File: src/design/cpu_pkg.sv
`default_nettype none

package cpu_pkg;

	// ----------------------------------------
	// core timings, in clock ticks
	// ----------------------------------------

	localparam int CNT_W = 8; // wide enough for the alarm delay

	localparam int STROB1_TICKS = 5;
	localparam int STROB2_TICKS = 6;

	localparam int ALARM_DLY_TICKS = 250; // ticks without rok before the alarm
	localparam int ALARM_TICKS = 3; // awaria pulse width

	// flag positions in r0, bit 0 first
	localparam int FLAG_Z = 0;
	localparam int FLAG_M = 1;
	localparam int FLAG_V = 2;
	localparam int FLAG_C = 3;

	// ----------------------------------------
	// instruction set
	// ----------------------------------------

	typedef enum logic [0:3] {
		OP_LW  = 4'h0, // ra <= immediate
		OP_LD  = 4'h1, // ra <= mem[arg]
		OP_RW  = 4'h2, // mem[arg] <= ra
		OP_AW  = 4'h3,
		OP_SW  = 4'h4,
		OP_NR  = 4'h5,
		OP_OR  = 4'h6,
		OP_ER  = 4'h7,
		OP_UJ  = 4'h8,
		OP_JZ  = 4'h9,
		OP_HLT = 4'ha
	} opcode_e;

	typedef enum logic [2:0] {
		ST_STOP,
		ST_FETCH,
		ST_STROB1,
		ST_ARG,
		ST_STROB2,
		ST_MEM,
		ST_WRITE,
		ST_ALARM
	} px_state_e;

	// decoded instruction, pd -> px, pa
	typedef struct packed {
		opcode_e    op;
		logic [0:2] ra;
		logic [0:2] rb;
		logic       two_word; // argument word follows
		logic       mem_rd;
		logic       mem_wr;
		logic       reg_wr;
		logic       illegal;
	} dec_t;

	// register file write, pa -> pr
	typedef struct packed {
		logic        en;
		logic [0:2]  idx;
		logic [0:15] data;
		logic [0:3]  flags; // Z M V C
	} reg_wr_t;

endpackage

`default_nettype wire
File: src/design/cpu.sv
`timescale 1ns/1ps
`default_nettype none

module cpu import cpu_pkg::*; (
	input  logic        __clk,
	input  logic        rst_n,
	input  logic        start,

	// system bus
	input  logic        rok,
	input  logic [0:15] rdt,
	output logic        dr,
	output logic        dw,
	output logic [0:15] dad,
	output logic [0:15] ddt,

	// status
	output logic        run,
	output logic        hlt_n,
	output logic        awaria
);

	// ----------------------------------------
	// px timing sequencer
	// ----------------------------------------

	dec_t dec;
	logic w_ir, w_arg, strob2, icp1, jmp, ar_ad;

	px PX(
		.__clk(__clk),
		.rst_n(rst_n),
		.start(start),
		.rok(rok),
		.dec(dec),
		.dr(dr),
		.dw(dw),
		.w_ir(w_ir),
		.w_arg(w_arg),
		.strob2(strob2),
		.icp1(icp1),
		.jmp(jmp),
		.ar_ad(ar_ad),
		.run(run),
		.hlt_n(hlt_n),
		.awaria(awaria)
	);

	// ----------------------------------------
	// pd decoder
	// ----------------------------------------

	pd PD(
		.__clk(__clk),
		.rst_n(rst_n),
		.w_ir(w_ir),
		.rdt(rdt),
		.dec(dec)
	);

	// ----------------------------------------
	// pa arithmetic, pr registers
	// ----------------------------------------

	reg_wr_t reg_wr;
	logic [0:15] ra_data, rb_data;
	logic [0:3] flags;

	pa PA(
		.__clk(__clk),
		.rst_n(rst_n),
		.dec(dec),
		.rdt(rdt),
		.w_arg(w_arg),
		.strob2(strob2),
		.icp1(icp1),
		.jmp(jmp),
		.ar_ad(ar_ad),
		.ra_data(ra_data),
		.rb_data(rb_data),
		.flags(flags),
		.dad(dad),
		.ddt(ddt),
		.reg_wr(reg_wr)
	);

	pr PR(
		.__clk(__clk),
		.rst_n(rst_n),
		.reg_wr(reg_wr),
		.ra_idx(dec.ra),
		.rb_idx(dec.rb),
		.ra_data(ra_data),
		.rb_data(rb_data),
		.flags(flags)
	);

endmodule

`default_nettype wire

File: src/design/pr.sv
`timescale 1ns/1ps
`default_nettype none

module pr import cpu_pkg::*; (
	input  logic        __clk,
	input  logic        rst_n,
	input  reg_wr_t     reg_wr,
	input  logic [0:2]  ra_idx,
	input  logic [0:2]  rb_idx,
	output logic [0:15] ra_data,
	output logic [0:15] rb_data,
	output logic [0:3]  flags
);

	logic [0:15] regs [1:7]; // r1..r7
	logic [0:3]  r0; // flags Z M V C

	always_ff @(posedge __clk) begin
		if (!rst_n) begin
			r0 <= '0;
			for (int i = 1; i <= 7; i++)
				regs[i] <= '0;
		end else if (reg_wr.en) begin
			r0 <= reg_wr.flags; // also on writes to r0
			if (reg_wr.idx != 3'd0)
				regs[reg_wr.idx] <= reg_wr.data;
		end
	end

	// r0 reads back as flags in the top bits
	assign ra_data = (ra_idx == 3'd0) ? {r0, 12'h000} : regs[ra_idx];
	assign rb_data = (rb_idx == 3'd0) ? {r0, 12'h000} : regs[rb_idx];

	assign flags = r0;

endmodule

`default_nettype wire

File: src/design/pa.sv
`timescale 1ns/1ps
`default_nettype none

module pa import cpu_pkg::*; (
	input  logic        __clk,
	input  logic        rst_n,
	input  dec_t        dec,
	input  logic [0:15] rdt,
	input  logic        w_arg,
	input  logic        strob2,
	input  logic        icp1,
	input  logic        jmp,
	input  logic        ar_ad,
	input  logic [0:15] ra_data,
	input  logic [0:15] rb_data,
	input  logic [0:3]  flags,
	output logic [0:15] dad,
	output logic [0:15] ddt,
	output reg_wr_t     reg_wr
);

	logic [0:15] ic;
	logic [0:15] ar;
	logic [0:15] dt; // data word from a memory read
	logic [0:16] sum_x;
	logic [0:16] dif_x;
	logic [0:15] res;
	logic [0:3]  res_flags;
	logic        take_jmp;

	// ----------------------------------------
	// ic, ar and read data
	// ----------------------------------------

	assign take_jmp = (dec.op == OP_UJ) || flags[FLAG_Z]; // JZ only on stored Z

	always_ff @(posedge __clk) begin
		if (!rst_n) begin
			ic <= '0;
			ar <= '0;
		end else begin
			if (jmp && !strob2)
				ic <= '0; // restart from stop
			else if (jmp && take_jmp)
				ic <= ar;
			else if (icp1)
				ic <= ic + 16'd1;
			if (w_arg && !ar_ad)
				ar <= rdt; // argument word
		end
	end

	always_ff @(posedge __clk) begin
		if (w_arg && ar_ad)
			dt <= rdt;
	end

	assign dad = ar_ad ? ar : ic;
	assign ddt = ra_data;

	// ----------------------------------------
	// ALU
	// ----------------------------------------

	always_comb begin
		sum_x = {1'b0, ra_data} + {1'b0, rb_data};
		dif_x = {1'b0, ra_data} - {1'b0, rb_data}; // msb is the borrow
		res = '0;
		res_flags = '0;
		case (dec.op)
			OP_AW: begin
				res = sum_x[1:16];
				res_flags[FLAG_C] = sum_x[0];
				res_flags[FLAG_V] = (ra_data[0] == rb_data[0]) && (res[0] != ra_data[0]);
			end
			OP_SW: begin
				res = dif_x[1:16];
				res_flags[FLAG_C] = dif_x[0];
				res_flags[FLAG_V] = (ra_data[0] != rb_data[0]) && (res[0] != ra_data[0]);
			end
			OP_NR: res = ra_data & rb_data;
			OP_OR: res = ra_data | rb_data;
			OP_ER: res = ra_data ^ rb_data;
			OP_LW: res = ar; // immediate
			OP_LD: res = dt;
			default: res = '0;
		endcase
		res_flags[FLAG_Z] = (res == 16'h0000);
		res_flags[FLAG_M] = res[0];
	end

	assign reg_wr = '{
		en: strob2 && dec.reg_wr,
		idx: dec.ra,
		data: res,
		flags: res_flags
	};

endmodule

`default_nettype wire

File: src/design/pd.sv
`timescale 1ns/1ps
`default_nettype none

module pd import cpu_pkg::*; (
	input  logic        __clk,
	input  logic        rst_n,
	input  logic        w_ir,
	input  logic [0:15] rdt,
	output dec_t        dec
);

	logic [0:15] ir;
	opcode_e op_raw;

	always_ff @(posedge __clk) begin
		if (!rst_n)
			ir <= '0;
		else if (w_ir)
			ir <= rdt; // fetched instruction word
	end

	assign op_raw = opcode_e'(ir[0:3]);

	// ----------------------------------------
	// decoder
	// ----------------------------------------

	always_comb begin
		dec = '0;
		dec.op = op_raw;
		dec.ra = ir[4:6];
		dec.rb = ir[7:9];
		case (op_raw)
			OP_LW: begin
				dec.two_word = 1'b1;
				dec.reg_wr = 1'b1;
			end
			OP_LD: begin
				dec.two_word = 1'b1;
				dec.mem_rd = 1'b1;
				dec.reg_wr = 1'b1;
			end
			OP_RW: begin
				dec.two_word = 1'b1;
				dec.mem_wr = 1'b1;
			end
			OP_AW, OP_SW, OP_NR, OP_OR, OP_ER:
				dec.reg_wr = 1'b1; // ra <= ra op rb
			OP_UJ, OP_JZ:
				dec.two_word = 1'b1; // target in second word
			OP_HLT: ;
			default: begin
				dec.op = OP_HLT; // unknown code stops the core
				dec.illegal = 1'b1;
			end
		endcase
	end

endmodule

`default_nettype wire

File: src/design/px.sv
`timescale 1ns/1ps
`default_nettype none

module px import cpu_pkg::*; (
	input  logic __clk,
	input  logic rst_n,
	input  logic start,
	input  logic rok,
	input  dec_t dec,
	output logic dr,
	output logic dw,
	output logic w_ir,
	output logic w_arg,
	output logic strob2,
	output logic icp1,
	output logic jmp,
	output logic ar_ad,
	output logic run,
	output logic hlt_n,
	output logic awaria
);

	px_state_e state, state_nx;
	logic [CNT_W-1:0] cnt;
	logic [CNT_W-1:0] lim;
	logic cnt_done;
	logic stop_op;
	logic bus_cyc;

	assign stop_op = dec.illegal || (dec.op == OP_HLT);
	assign bus_cyc = (state == ST_FETCH) || (state == ST_ARG) ||
		(state == ST_MEM) || (state == ST_WRITE);

	// ----------------------------------------
	// shared tick counter
	// ----------------------------------------

	always_comb begin
		case (state)
			ST_STROB1: lim = CNT_W'(STROB1_TICKS - 1);
			ST_STROB2: lim = CNT_W'(STROB2_TICKS - 1);
			ST_ALARM:  lim = CNT_W'(ALARM_TICKS - 1);
			default:   lim = CNT_W'(ALARM_DLY_TICKS - 1); // any bus cycle
		endcase
	end

	assign cnt_done = (cnt == lim);

	// ----------------------------------------
	// phase sequence
	// ----------------------------------------

	always_comb begin
		state_nx = state;
		case (state)
			ST_STOP:
				if (start) state_nx = ST_FETCH;
			ST_STROB1:
				if (cnt_done) state_nx = dec.two_word ? ST_ARG : ST_STROB2;
			ST_STROB2:
				if (cnt_done) state_nx = stop_op ? ST_STOP : ST_FETCH;
			ST_ALARM:
				if (cnt_done) state_nx = ST_STOP;
			default: begin // bus cycles wait for rok
				if (rok) begin
					if (state == ST_FETCH) state_nx = ST_STROB1;
					else if (state != ST_ARG) state_nx = ST_STROB2;
					else if (dec.mem_rd) state_nx = ST_MEM;
					else if (dec.mem_wr) state_nx = ST_WRITE;
					else state_nx = ST_STROB2;
				end else if (cnt_done) begin
					state_nx = ST_ALARM; // nobody answered
				end
			end
		endcase
	end

	always_ff @(posedge __clk) begin
		if (!rst_n) begin
			state <= ST_STOP;
			cnt <= '0;
			hlt_n <= 1'b1;
		end else begin
			state <= state_nx;
			cnt <= (state_nx != state) ? '0 : cnt + 1'b1; // restart on every phase
			if (state == ST_STOP && start)
				hlt_n <= 1'b1;
			else if (state != ST_STOP && state_nx == ST_STOP)
				hlt_n <= 1'b0;
		end
	end

	// ----------------------------------------
	// strobes and pulses
	// ----------------------------------------

	assign dr = bus_cyc && (state != ST_WRITE);
	assign dw = (state == ST_WRITE);
	assign ar_ad = (state == ST_MEM) || (state == ST_WRITE); // data address from ar

	assign w_ir = (state == ST_FETCH) && rok;
	assign w_arg = ((state == ST_ARG) || (state == ST_MEM)) && rok;
	assign icp1 = ((state == ST_FETCH) || (state == ST_ARG)) && rok; // once per word

	assign strob2 = (state == ST_STROB2) && cnt_done;
	// a bare jmp while stopped sends ic back to 0
	assign jmp = (strob2 && (dec.op == OP_UJ || dec.op == OP_JZ)) ||
		(state == ST_STOP && start);

	assign run = (state != ST_STOP);
	assign awaria = (state == ST_ALARM);

endmodule

`default_nettype wire

File: config.mk
export PLATFORM = sky130hd
export DESIGN_NAME = cpu
export DESIGN_NICKNAME = d
export VERILOG_FILES = /design/src/design/cpu_pkg.sv /design/src/design/cpu.sv /design/src/design/pr.sv /design/src/design/pa.sv /design/src/design/pd.sv /design/src/design/px.sv
export SDC_FILE = /design/constraint.sdc
export NUM_CORES = 1
export LEC_CHECK = 0
export BUFFER_PORTS_ARGS = -buffer_cell sky130_fd_sc_hd__buf_2
export CAP_MARGIN = 25
export CELL_PAD_IN_SITES_DETAIL_PLACEMENT = 0
export CELL_PAD_IN_SITES_GLOBAL_PLACEMENT = 2
export CORE_ASPECT_RATIO = 2
export CORE_UTILIZATION = 42
export DETAILED_ROUTE_END_ITERATION = 10
export PLACE_DENSITY_LB_ADDON = 0.25
export SKIP_CTS_REPAIR_TIMING = 1
export SLEW_MARGIN = 30
export SYNTH_ARGS = -nofsm -noshare
export SYNTH_HDL_FRONTEND = slang
export SYNTH_HIERARCHICAL = 1
export SYNTH_SLANG_ARGS = --single-unit
File: constraint.sdc
create_clock -name __clk -period 4.89 [get_ports __clk]
set_clock_uncertainty 0.15 [all_clocks]
set_input_delay 0.7335 -clock __clk [delete_from_list [all_inputs] [get_ports __clk]]
set_output_delay 0.7335 -clock __clk [all_outputs]
set_load 0.005 [all_outputs]
## Word level (Yosys, flattened, before mapping)

Memory sizes are Yosys's and may differ from the RTL's. A register that Yosys moved wholly into a read port is not among the register bits.
Index checks and enable logic that the tools add are counted.

| operators by class | value |
|---|---|
| muxes and demuxes | 39 |
| add/sub/neg operators | 4 |
| bitwise gates (word level) | 4 |
| equality and inequality tests | 34 |
| reductions and logical operators | 43 |

Operator list:

| kind | count |
|---|---|
| $pmux 16 s7 | 1 |
| $mux 16 | 6 |
| $mux 3 | 15 |
| $eq 4x3->1 const B | 8 |
| $eq 4x4->1 const B | 6 |
| $pmux 8 s3 | 1 |
| $add 16x16->17 | 1 |
| $sub 16x16->17 | 1 |
| $add 16x1->16 const B | 1 |
| $and 16x16->16 | 1 |
| $logic_not 16->1 | 1 |
| $or 16x16->16 | 1 |
| $reduce_or 16->1 | 1 |
| $xor 16x16->16 | 1 |
| $logic_and 1x1->1 | 15 |
| $eq 3x3->1 const B | 4 |
| $eq 4x2->1 const B | 3 |
| $logic_not 3->1 | 4 |
| $mux 1 | 12 |
| $pmux 3 s4 | 1 |
| $reduce_or 11->1 | 1 |
| $logic_or 1x1->1 | 9 |
| $add 8x1->8 const B | 1 |
| $eq 4x1->1 const B | 2 |
| 19 further kinds | 27 |

| word-level totals | value |
|---|---|
| register bits | 80 |
| memories | 1 |
| bits in writable memories | 112 |
| input bits | 20 |
| output and inout bits | 37 |
| logic and storage cells | 133 |

Memories:

| name | words | bits a word | rd ports | clocked after memory_dff | write ports | line | source |
|---|---|---|---|---|---|---|---|
| PR.regs | 7 | 16 | 2 | 2 | 7 | pr.sv:15 | `logic [0:15] regs [1:7];` |

## Longest topological paths before layout

Gate-level depths: netlist (run 1).

| logic depth | value |
|---|---|
| word-level depth | 10 |
| mapped depth | 22 |

## Hierarchy

Netlist (run 1), hierarchy kept.

By module, submodules not included:

| module | instances | cells an instance | area an instance (um^2) | sequential area each (um^2) |
|---|---|---|---|---|
| pr | 1 | 466 | 6643.9 | 3683.5 |
| pa | 1 | 662 | 5270.1 | 1121.1 |
| px | 1 | 141 | 1073.5 | 240.2 |
| pd | 1 | 52 | 521.8 | 200.2 |

## Worst setup path before layout (run 1)

No wires, ideal clock.

| timing path | value |
|---|---|
| kind | flip-flop to flip-flop |
| start point | register PD/ir[6] (netlist name) |
| end point | register PR.r0 (netlist bit PR/flags[0]) |
| clock period less this slack | 4.352 ns |
| path buffers | 4 |
| stages on the path, launching flop included | 23 |
| arrival time | 4.137 ns |
| path slack | 0.538 ns |
| cell sequence | dfxtp_1 buf_4 buf_6 buf_4 buf_4 mux2i_1 o22ai_1 o21a_1 inv_1 ha_1 inv_1 fa_1 nand2b_1 a21oi_1 o211a_1 or4_4 nand4bb_1 nor4_1 nand2b_1 or4_4 nor4b_4 mux2i_1 nor2b_1 |

RTL lines:

| item | line | source |
|---|---|---|
| from (decl) | pd.sv:12 | `logic [0:15] ir;` |
| from (signal assigned) | pd.sv:19 | `ir <= rdt;` |
| to (signal assigned) | pr.sv:24 | `r0 <= reg_wr.flags;` |
| to (decl) | pr.sv:16 | `logic [0:3] r0;` |

==> results of run 1 <==
[sequential cells by signal, indices dropped and copies added, names as in the netlist]
signal and count:
PA/ar 16, PA/dt 16, PA/ic 16, PD/ir 10, PR/flags 4, PR/regs 120, PX/cnt 8, PX/hlt_n 1
PX/state 3
[power by group]
part	leakage [nW]	switching [mW]	internal (mW)
clock	0.284	0.733	0.685
sequential	1.85	0.0392	1.80
combinational	3.60	0.470	0.336
[logic make-up after synthesis]
| group | Yosys count |
|---|---|
| muxes | 135 |
| DFF | 194 |
| and+or+nand+nor | 448 |
| adders and majority gates | 53 |
| xor gates and xnor gates | 27 |
| other | 1 |
| AOI/OAI and AO/OA | 285 |
| buffers and inverters | 178 |
[worst max path at each step]
stage,end,slack [ns],depth (start not counted)
after floorplan,PR/flags[0]$_SDFFE_PN0P_,0.54,22
after global routing,PR/flags[0]$_SDFFE_PN0P_,-0.01,19
after global placement,PR/flags[0]$_SDFFE_PN0P_,-0.1,19
after CTS,PR/flags[0]$_SDFFE_PN0P_,-0.14,19
after detailed placement,PR/flags[0]$_SDFFE_PN0P_,-0.09,19
final,PR/regs[4][12]$_SDFFCE_PN0P_,0.17,17
[placed cells by master (no fill, tap or decap), drive strengths merged, types with 5 or more instances in the layout]
| cell type | instances |
|---|---|
| nor3b | 7 |
| mux2 | 44 |
| and2 | 116 |
| nor3 | 23 |
| nor2b | 28 |
| or3 | 6 |
| clkbuf | 17 |
| nor4 | 15 |
| nand3b | 7 |
| nand2 | 93 |
| a21oi | 48 |
| nand3 | 17 |
| edfxtp | 136 |
| mux4 | 32 |
| o21ai | 43 |
| o21a | 13 |
| nand4 | 10 |
| a22oi | 20 |
| nor2 | 68 |
| buf | 180 |
| nand2b | 22 |
| clkinv | 9 |
| mux2i | 59 |
| dfxtp | 58 |
| inv | 68 |
| ha | 51 |
| and3 | 9 |
| o22ai | 29 |
| a21boi | 19 |
| conb | 8 |
| a31oi | 6 |
| o41ai | 5 |
| a221oi | 7 |
| o211ai | 9 |
| xor2 | 13 |
| nor4b | 9 |
| a211oi | 24 |
| xnor2 | 14 |
| a21o | 11 |
[critical path: cells and delay by family (launching register included)]
kind	cells	cell delay [ns]
buffers and inverters	5	0.88
AO/OA/AOI/OAI	7	1.49
adder cells (fa/ha/maj)	1	0.33
flip-flops	1	0.52
AND/OR/NAND/NOR	4	1.10
[metal layers]
metal  part of all wire (%)  vias up  wire length (µm)
li1                       -     5019                 -
met1                     35     5304             15600
met2                     56      291             25300
met3                    2.5      132              1140
met4                    6.8        0              3050
met5                      0        -                 0
[area by class of cell]
type,instances,area share [%]
clock inverters,15,1.07
inverters,63,1.54
multi-input cells,956,48.6
clock buffers,17,2.77
well taps,423,3.44
repair buffers,180,8.47
flip-flops and latches,194,34.1
==> impl_table.tex, run 1 <==
\begin{tabular}{lr}
\hline
Metric & Value \\
\hline
\multicolumn{2}{l}{\textbf{Synthesis}} \\
\quad Share of async-settable or async-resettable flops after synthesis & 0\% \\
\quad Top post-synthesis cells by area & edfxtp\_1, dfxtp\_1, and2\_1 \\
\quad Dominant synthesized flop cell & edfxtp\_1 \\
\quad Synthesis Warnings & 6 \\
\quad Largest family of logic cells by synthesized area & simple AND/OR/NAND/NOR gates \\
\quad Mean Syn Cell Area & 10.2 µm² \\
\quad Share of the synthesized area in the top cell type & 30.2\% \\
\quad Most repeated cell in the gate-level netlist after synthesis & edfxtp\_1 \\
\quad Number of synthesized register bits & 194 \\
\quad Number of distinct library cell variants in the gate-level netlist after synthesis & 99 \\
\quad Sequential cell area fraction in the yosys report & 38.8\% \\
\quad Netlist area before placement & 0.0135 mm² \\
\quad Post-synthesis simple-gate area fraction & 18.7\% \\
\quad Number of flops mapped to enable cells by yosys & 136 \\
\quad Most instantiated cells after synthesis & edfxtp\_1, and2\_1, nand2\_1 \\
\quad Synth area leader & edfxtp\_1 \\
\quad Synthesized-area fraction occupied by ao, oa, aoi and oai cells & 14.9\% \\
\quad Synth Area in Adders & 5.02\% \\
\quad Area share of xor/xnor cells in the synthesized design & 1.75\% \\
\quad Synth Instances & 1321 \\
\quad Post-synthesis mux area share & 14.0\% \\
\multicolumn{2}{l}{\textbf{STA}} \\
\quad Number of hold violations in the final report & 0 \\
\quad Worst path setup slack after routing & 0.173 ns \\
\quad Worst-Margin Slew & 1.22 ns \\
\quad Final worst hold slack & 0.300 ns \\
\quad Final setup viols & 0 \\
\quad Final critical delay including setup and external delays & 4.72 ns \\
\quad Worst rel slew slack & 17.5\% \\
\quad Total count of max-transition violations in the final report & 0 \\
\quad Setup tns final & 0 ns \\
\quad Maximum clock frequency & 212 MHz \\
\quad Share of the clock period used by the worst path after layout & 96.5\% \\
\multicolumn{2}{l}{\textbf{Die}} \\
\quad Initial Utilization & 42.8\% \\
\quad Rows & 92 \\
\quad Floorplan Core Area & 0.0315 mm² \\
\quad Area of the die & 0.0329 mm² \\
\quad Die X & 129 µm \\
\quad Number of top-level pins & 57 \\
\quad Vertical die dimension & 256 µm \\
\multicolumn{2}{l}{\textbf{Place}} \\
\quad Number of placed instances, taps included & 1815 \\
\quad Final Wtd Congestion & 0.942 \\
\quad DPL Wire Length & 35.5 mm \\
\quad DP Worst Slack & -0.0892 ns \\
\quad Buffers on Ports & 56 \\
\quad Cell Area, Placed & 0.0147 mm² \\
\multicolumn{2}{l}{\textbf{Cells and area}} \\
\quad Multi-input gate area & 0.00747 mm² \\
\quad Fillcell total & 3032 \\
\quad Sequential standard cell area & 0.00525 mm² \\
\quad Nets@finish & 1485 \\
\quad Antenna fix cells & 0 \\
\quad Fraction of final layout cells with drive strength greater than 1 & 22.0\% \\
\quad Final std cells w/o fill & 1848 \\
\quad Final instance area & 0.0154 mm² \\
\quad Synth-to-layout area growth & 13.8\% \\
\quad Final core area utilization & 48.8\% \\
\multicolumn{2}{l}{\textbf{Critical path}} \\
\quad Most prevalent standard cell on the critical path & buf\_4 \\
\quad R2R cell count & 17 \\
\quad Setup slack of the most critical reg-to-reg path & 0.17 ns \\
\quad FF-to-FF Start & PD/ir[5]\$\_SDFFE\_PN0P\_ \\
\quad Worst Setup End Kind & flip-flop \\
\quad Setup CP Type & flip-flop to flip-flop \\
\quad Crit path DAT & 4.79 ns \\
\quad Launch point of the worst path & PD/ir[5]\$\_SDFFE\_PN0P\_ \\
\quad Critical path cell sequence & nand2b\_1 > buf\_4 > o22ai\_1 > o21a\_1 > inv\_1 > ha\_1 > o21a\_1 > nor2\_1 > a2111oi\_4 > buf\_4 > or3\_1 > buf\_4 > a221o\_1 > o21ai\_0 > o211ai\_1 > buf\_4 > and2\_1 \\
\quad Slowest stage cell on the critical path & dfxtp\_1 \\
\quad Worst R2R End & PR/regs[4][12]\$\_SDFFCE\_PN0P\_ \\
\quad Kind of start point of the critical path & flip-flop \\
\quad Required time reported for the critical path endpoint & 4.96 ns \\
\quad Delay of the slowest cell on the worst path & 0.52 ns \\
\quad CP Max Fanout & 10 \\
\multicolumn{2}{l}{\textbf{Detailed routing}} \\
\quad Number of remaining DRC errors & 0 \\
\quad Routed via count divided by cell count & 5.81 \\
\quad WL per Instance & 24.4 µm \\
\quad Number of detailed-route iterations in the first pass & 5 \\
\quad Detail Route Antenna Nets & 0 \\
\quad First DRT Iteration DRCs & 719 \\
\quad WL final & 45.1 mm \\
\quad Routed via count & 10746 \\
\multicolumn{2}{l}{\textbf{Global routing}} \\
\quad Via count of the first global-routing pass & 11143 \\
\quad First-pass GRT wire length & 67.4 mm \\
\quad Met3 Track Usage GR & 3.03\% \\
\quad Number of antenna violations at the first check in global routing & 0 \\
\quad Maximum number of pins on one net before global-route repair & 33 \\
\quad Met1 usage in global routing & 27.6\% \\
\quad Layer with the highest usage & met2 \\
\quad Total gr overflow & 0 \\
\quad Overall routing resource usage & 28.3\% \\
\quad M2 GR Usage & 54.2\% \\
\multicolumn{2}{l}{\textbf{Power and ir drop}} \\
\quad Leakage & 5.74 nW \\
\quad Sum of internal, switching and leakage power & 4.06 mW \\
\quad Worst-case vdd ir drop & 0.223 mV \\
\quad Power density of the placed cells & 264 mW/mm² \\
\multicolumn{2}{l}{\textbf{Run}} \\
\quad Max-cap violation count & 0 \\
\multicolumn{2}{l}{\textbf{Clock tree}} \\
\quad TritonCTS clock tree & yes \\
\quad \# H-tree levels & 4 \\
\quad Master cell of the clock root buffer & clkbuf\_16 \\
\quad Clock latency reported for the late side of the worst-skew pair & 0.47 ns \\
\quad Cts bufs inserted & 17 \\
\quad Reg clk slew, reported paths & 0.08 ns \\
\quad Number of clock sinks seen by CTS & 194 \\
\quad Deepest clock path buffer count & 2 \\
\multicolumn{2}{l}{\textbf{Hold path}} \\
\quad Worst Hold Depth & 1 \\
\quad HP Class & primary input to flip-flop \\
\quad Launch point of the worst hold path & rdt[12] \\
\quad Hold-critical path endpoint & PA/dt[12]\$\_DFFE\_PP\_ \\
\multicolumn{2}{l}{\textbf{Outcome}} \\
\quad Run status & completed \\
\hline
\end{tabular}
Power figures use the tool's default switching activity.
==> run 2, diff against run 1 <==
- CORE_UTILIZATION: 42 -> 38
==> run 2 against run 1 <==
Effect of this change: combinational power barely moved; die area rose by 10%; critical endpoint is now PR/regs[3][12]$_SDFFCE_PN0P_; wire length about the same; hold slack gained 0.0077 ns; sequential cell count unchanged; register-to-register slack barely moved; non-clock buffer count decreased by 1; cell count increased by 1.1%; setup slack improved by 0.011 ns; global-route usage fell by 2.6 points; sequential share of layout area about the same.
==> impl_table.tex, run 2 (synthesis gave the netlist of run 1 again) <==
\begin{tabular}{lr}
\hline
Metric & Value \\
\hline
\multicolumn{2}{l}{\textbf{Die}} \\
\quad Die X & 135 µm (+5.1\%) \\
\quad Initial Utilization & 38.5\% (-4.3 points) \\
\quad Area of the die & 0.0364 mm² (+10\%) \\
\quad Rows & 97 (+5.4\%) \\
\quad Number of top-level pins & 57 (unchanged) \\
\quad Floorplan Core Area & 0.0351 mm² (+11\%) \\
\quad Vertical die dimension & 269 µm (+5.1\%) \\
\multicolumn{2}{l}{\textbf{Power and ir drop}} \\
\quad Switching power as a share of total power & 30.3\% (-0.28 points) \\
\quad Power density of the placed cells & 268 mW/mm² (+1.4\%) \\
\quad Leakage & 5.75 nW (+0.16\%) \\
\quad Switching power & 1.25 mW (+0.49\%) \\
\quad Part of the power in the clock network & 35.9\% (+1.0 points) \\
\quad Internal power consumption & 2.87 mW (+1.8\%) \\
\quad Sum of internal, switching and leakage power & 4.12 mW (+1.4\%) \\
\quad Combinational group share of total power & 19.5\% (-0.3 points) \\
\quad Worst-case vdd ir drop & 0.264 mV (+18\%) \\
\quad Sequential cell fraction of total power & 44.6\% (-0.7 points) \\
\multicolumn{2}{l}{\textbf{Detailed routing}} \\
\quad Number of detailed-route iterations in the first pass & 6 (+1) \\
\quad Detail Route Antenna Nets & 0 (unchanged) \\
\quad Routed via count & 10606 (-1.3\%) \\
\quad First DRT Iteration DRCs & 653 (-9.2\%) \\
\quad Routed via count divided by cell count & 5.67 (-2.4\%) \\
\quad WL per Instance & 24.1 µm (-1.2\%) \\
\quad WL final & 45.0 mm (about the same) \\
\quad Number of remaining DRC errors & 0 (unchanged) \\
\multicolumn{2}{l}{\textbf{STA}} \\
\quad Worst-Margin Slew & 0.958 ns (-0.264 ns) \\
\quad Maximum clock frequency & 212 MHz (+0.24\%) \\
\quad Final setup viols & 0 (unchanged) \\
\quad Worst rel slew slack & 35.9\% (+18 points) \\
\quad Setup repair after global routing missed its margin & no \\
\quad Share of the clock period used by the worst path after layout & 96.2\% (-0.23 points) \\
\quad Final critical delay including setup and external delays & 4.71 ns (-0.0112 ns) \\
\quad Number of hold violations in the final report & 0 (unchanged) \\
\quad Total count of max-transition violations in the final report & 0 (unchanged) \\
\quad Setup tns final & 0 ns (unchanged) \\
\multicolumn{2}{l}{\textbf{Critical path}} \\
\quad Worst Setup End Kind & flip-flop \\
\quad Delay of the slowest cell on the worst path & 0.54 ns (+0.02 ns) \\
\quad Crit path DAT & 4.78 ns (about the same) \\
\quad Required time reported for the critical path endpoint & 4.96 ns (about the same) \\
\quad Slowest stage cell on the critical path & mux4\_1 \\
\quad Setup CP Type & flip-flop to flip-flop \\
\quad Most prevalent standard cell on the critical path & buf\_4 \\
\quad Crit path buffers/inverters & 5 (unchanged) \\
\quad Critical path cell sequence & buf\_4 > mux4\_1 > nand2\_1 > o21ai\_0 > inv\_1 > ha\_1 > nor2b\_1 > o2111ai\_1 > a2111oi\_0 > buf\_4 > or3\_1 > buf\_4 > a221o\_1 > o21ai\_0 > o211ai\_1 > buf\_4 > and2\_1 \\
\quad CP Max Fanout & 10 (unchanged) \\
\quad Kind of start point of the critical path & flip-flop \\
\quad Kind of cell adding the most delay to the critical path & compound AO/OA/AOI/OAI gates \\
\multicolumn{2}{l}{\textbf{Place}} \\
\quad Final Wtd Congestion & 0.905 (-3.9\%) \\
\quad DPL Wire Length & 35.4 mm (-0.18\%) \\
\quad Buffers on Ports & 56 (unchanged) \\
\quad Cell Area, Placed & 0.0147 mm² (-0.22\%) \\
\quad Number of placed instances, taps included & 1831 (+0.88\%) \\
\multicolumn{2}{l}{\textbf{Run}} \\
\quad Max-cap violation count & 0 (unchanged) \\
\multicolumn{2}{l}{\textbf{Cells and area}} \\
\quad Antenna fix cells & 0 (unchanged) \\
\quad Final core area utilization & 43.8\% (-4.9 points) \\
\quad Final instance area & 0.0154 mm² (about the same) \\
\quad Most common cell after layout, fill and taps aside & edfxtp\_1 \\
\quad Fraction of final layout cells with drive strength greater than 1 & 21.8\% (-0.27 points) \\
\quad Top register by number of flip-flops & PR/regs \\
\quad Final std cells w/o fill & 1869 (+1.1\%) \\
\quad Nets@finish & 1484 (-0.067\%) \\
\quad Synth-to-layout area growth & 13.8\% (about the same) \\
\quad Flip-flop count of the largest register after layout & 120 (unchanged) \\
\quad Commonest cells after routing, fill and taps aside & edfxtp\_1, buf\_4, and2\_1 \\
\multicolumn{2}{l}{\textbf{Global routing}} \\
\quad Maximum number of pins on one net before global-route repair & 33 (unchanged) \\
\quad Via count of the first global-routing pass & 10801 (-3.1\%) \\
\quad Total gr overflow & 0 (unchanged) \\
\quad Number of antenna violations at the first check in global routing & 0 (unchanged) \\
\quad First-pass GRT wire length & 67.3 mm (-0.13\%) \\
\quad Overall routing resource usage & 25.7\% (-2.6 points) \\
\multicolumn{2}{l}{\textbf{Outcome}} \\
\quad Run status & completed \\
\multicolumn{2}{l}{\textbf{Hold path}} \\
\quad HP Class & primary input to flip-flop \\
\multicolumn{2}{l}{\textbf{Clock tree}} \\
\quad Cts bufs inserted & 17 (unchanged) \\
\quad Clock latency reported for the late side of the worst-skew pair & 0.47 ns (about the same) \\
\quad Number of clock sinks seen by CTS & 194 (unchanged) \\
\quad Deepest clock path buffer count & 2 (unchanged) \\
\quad Master cell of the clock root buffer & clkbuf\_16 \\
\quad Reg clk slew, reported paths & 0.08 ns (about the same) \\
\quad \# H-tree levels & 4 (unchanged) \\
\quad TritonCTS clock tree & yes \\
\hline
\end{tabular}
## run 2: cell types whose count changed in the layout (fill, tap and decap cells not counted), sizes merged
cell | previous run | this run
clkinv | 9 | 8
inv | 68 | 69
bufinv | 0 | 1
buf | 180 | 179
clkinvlp | 1 | 0
## run 2: worst paths after layout
path,start,depth (start not counted),slack [ns],to
min,rdt[14],1,0.31,PA/dt[14]$_DFFE_PP_
max reg2reg,PD/ir[9]$_SDFFE_PN0P_,17,0.18,PR/regs[3][12]$_SDFFCE_PN0P_
max,PD/ir[9]$_SDFFE_PN0P_,17,0.18,PR/regs[3][12]$_SDFFCE_PN0P_
min reg2reg,PA/ar[2]$_SDFFE_PN0P_,2,0.36,PA/ar[2]$_SDFFE_PN0P_
## run 2: cell type report
class,instances,area [µm²]
fill,3389,19700
multi-input combinational,956,7450
sequential,194,5250
timing repair buffer,179,1270
tap,445,557
clock buffer,17,425
inverter,63,236
clock inverter,15,186
## run 2: power by group through the flow
stage	logic (mW)	clock network, mW	registers, mW
2_1_floorplan	0.500	0	1.85
3_3_place_gp	0.792	0	1.87
3_5_place_dp	0.793	0	1.87
4_1_cts	0.796	1.49	1.84
5_1_grt	0.867	1.55	1.84
6_report	0.805	1.48	1.84
## run 2: per-layer routing
metal / global-route usage, % / wire length [µm] / vias to the layer above
met5: 0 / 0 / -
met4: 14.0 / 2320 / 0
met3: 2.20 / 1070 / 96
met2: 51.5 / 25600 / 272
met1: 25.3 / 16000 / 5217
li1: - / - / 5021
## run 2: metrics by stage
step	setup WS [ns]	hold WS [ns]
after floorplan	0.538	0.312
after global placement	-0.111	0.336
after detailed placement	-0.0816	0.347
after CTS	-0.104	0.291
after global routing	0.0120	0.297
final	0.184	0.308
## run 2: worst register-to-register path, stage by stage (launching register included)
cell,delay (ns)
dfxtp_4,0.44
buf_4,0.18
mux4_1,0.54
nand2_1,0.07
o21ai_0,0.19
inv_1,0.15
ha_1,0.30
nor2b_1,0.17
o2111ai_1,0.35
a2111oi_0,0.18
buf_4,0.18
or3_1,0.41
buf_4,0.16
a221o_1,0.33
o21ai_0,0.08
o211ai_1,0.22
buf_4,0.22
and2_1,0.14
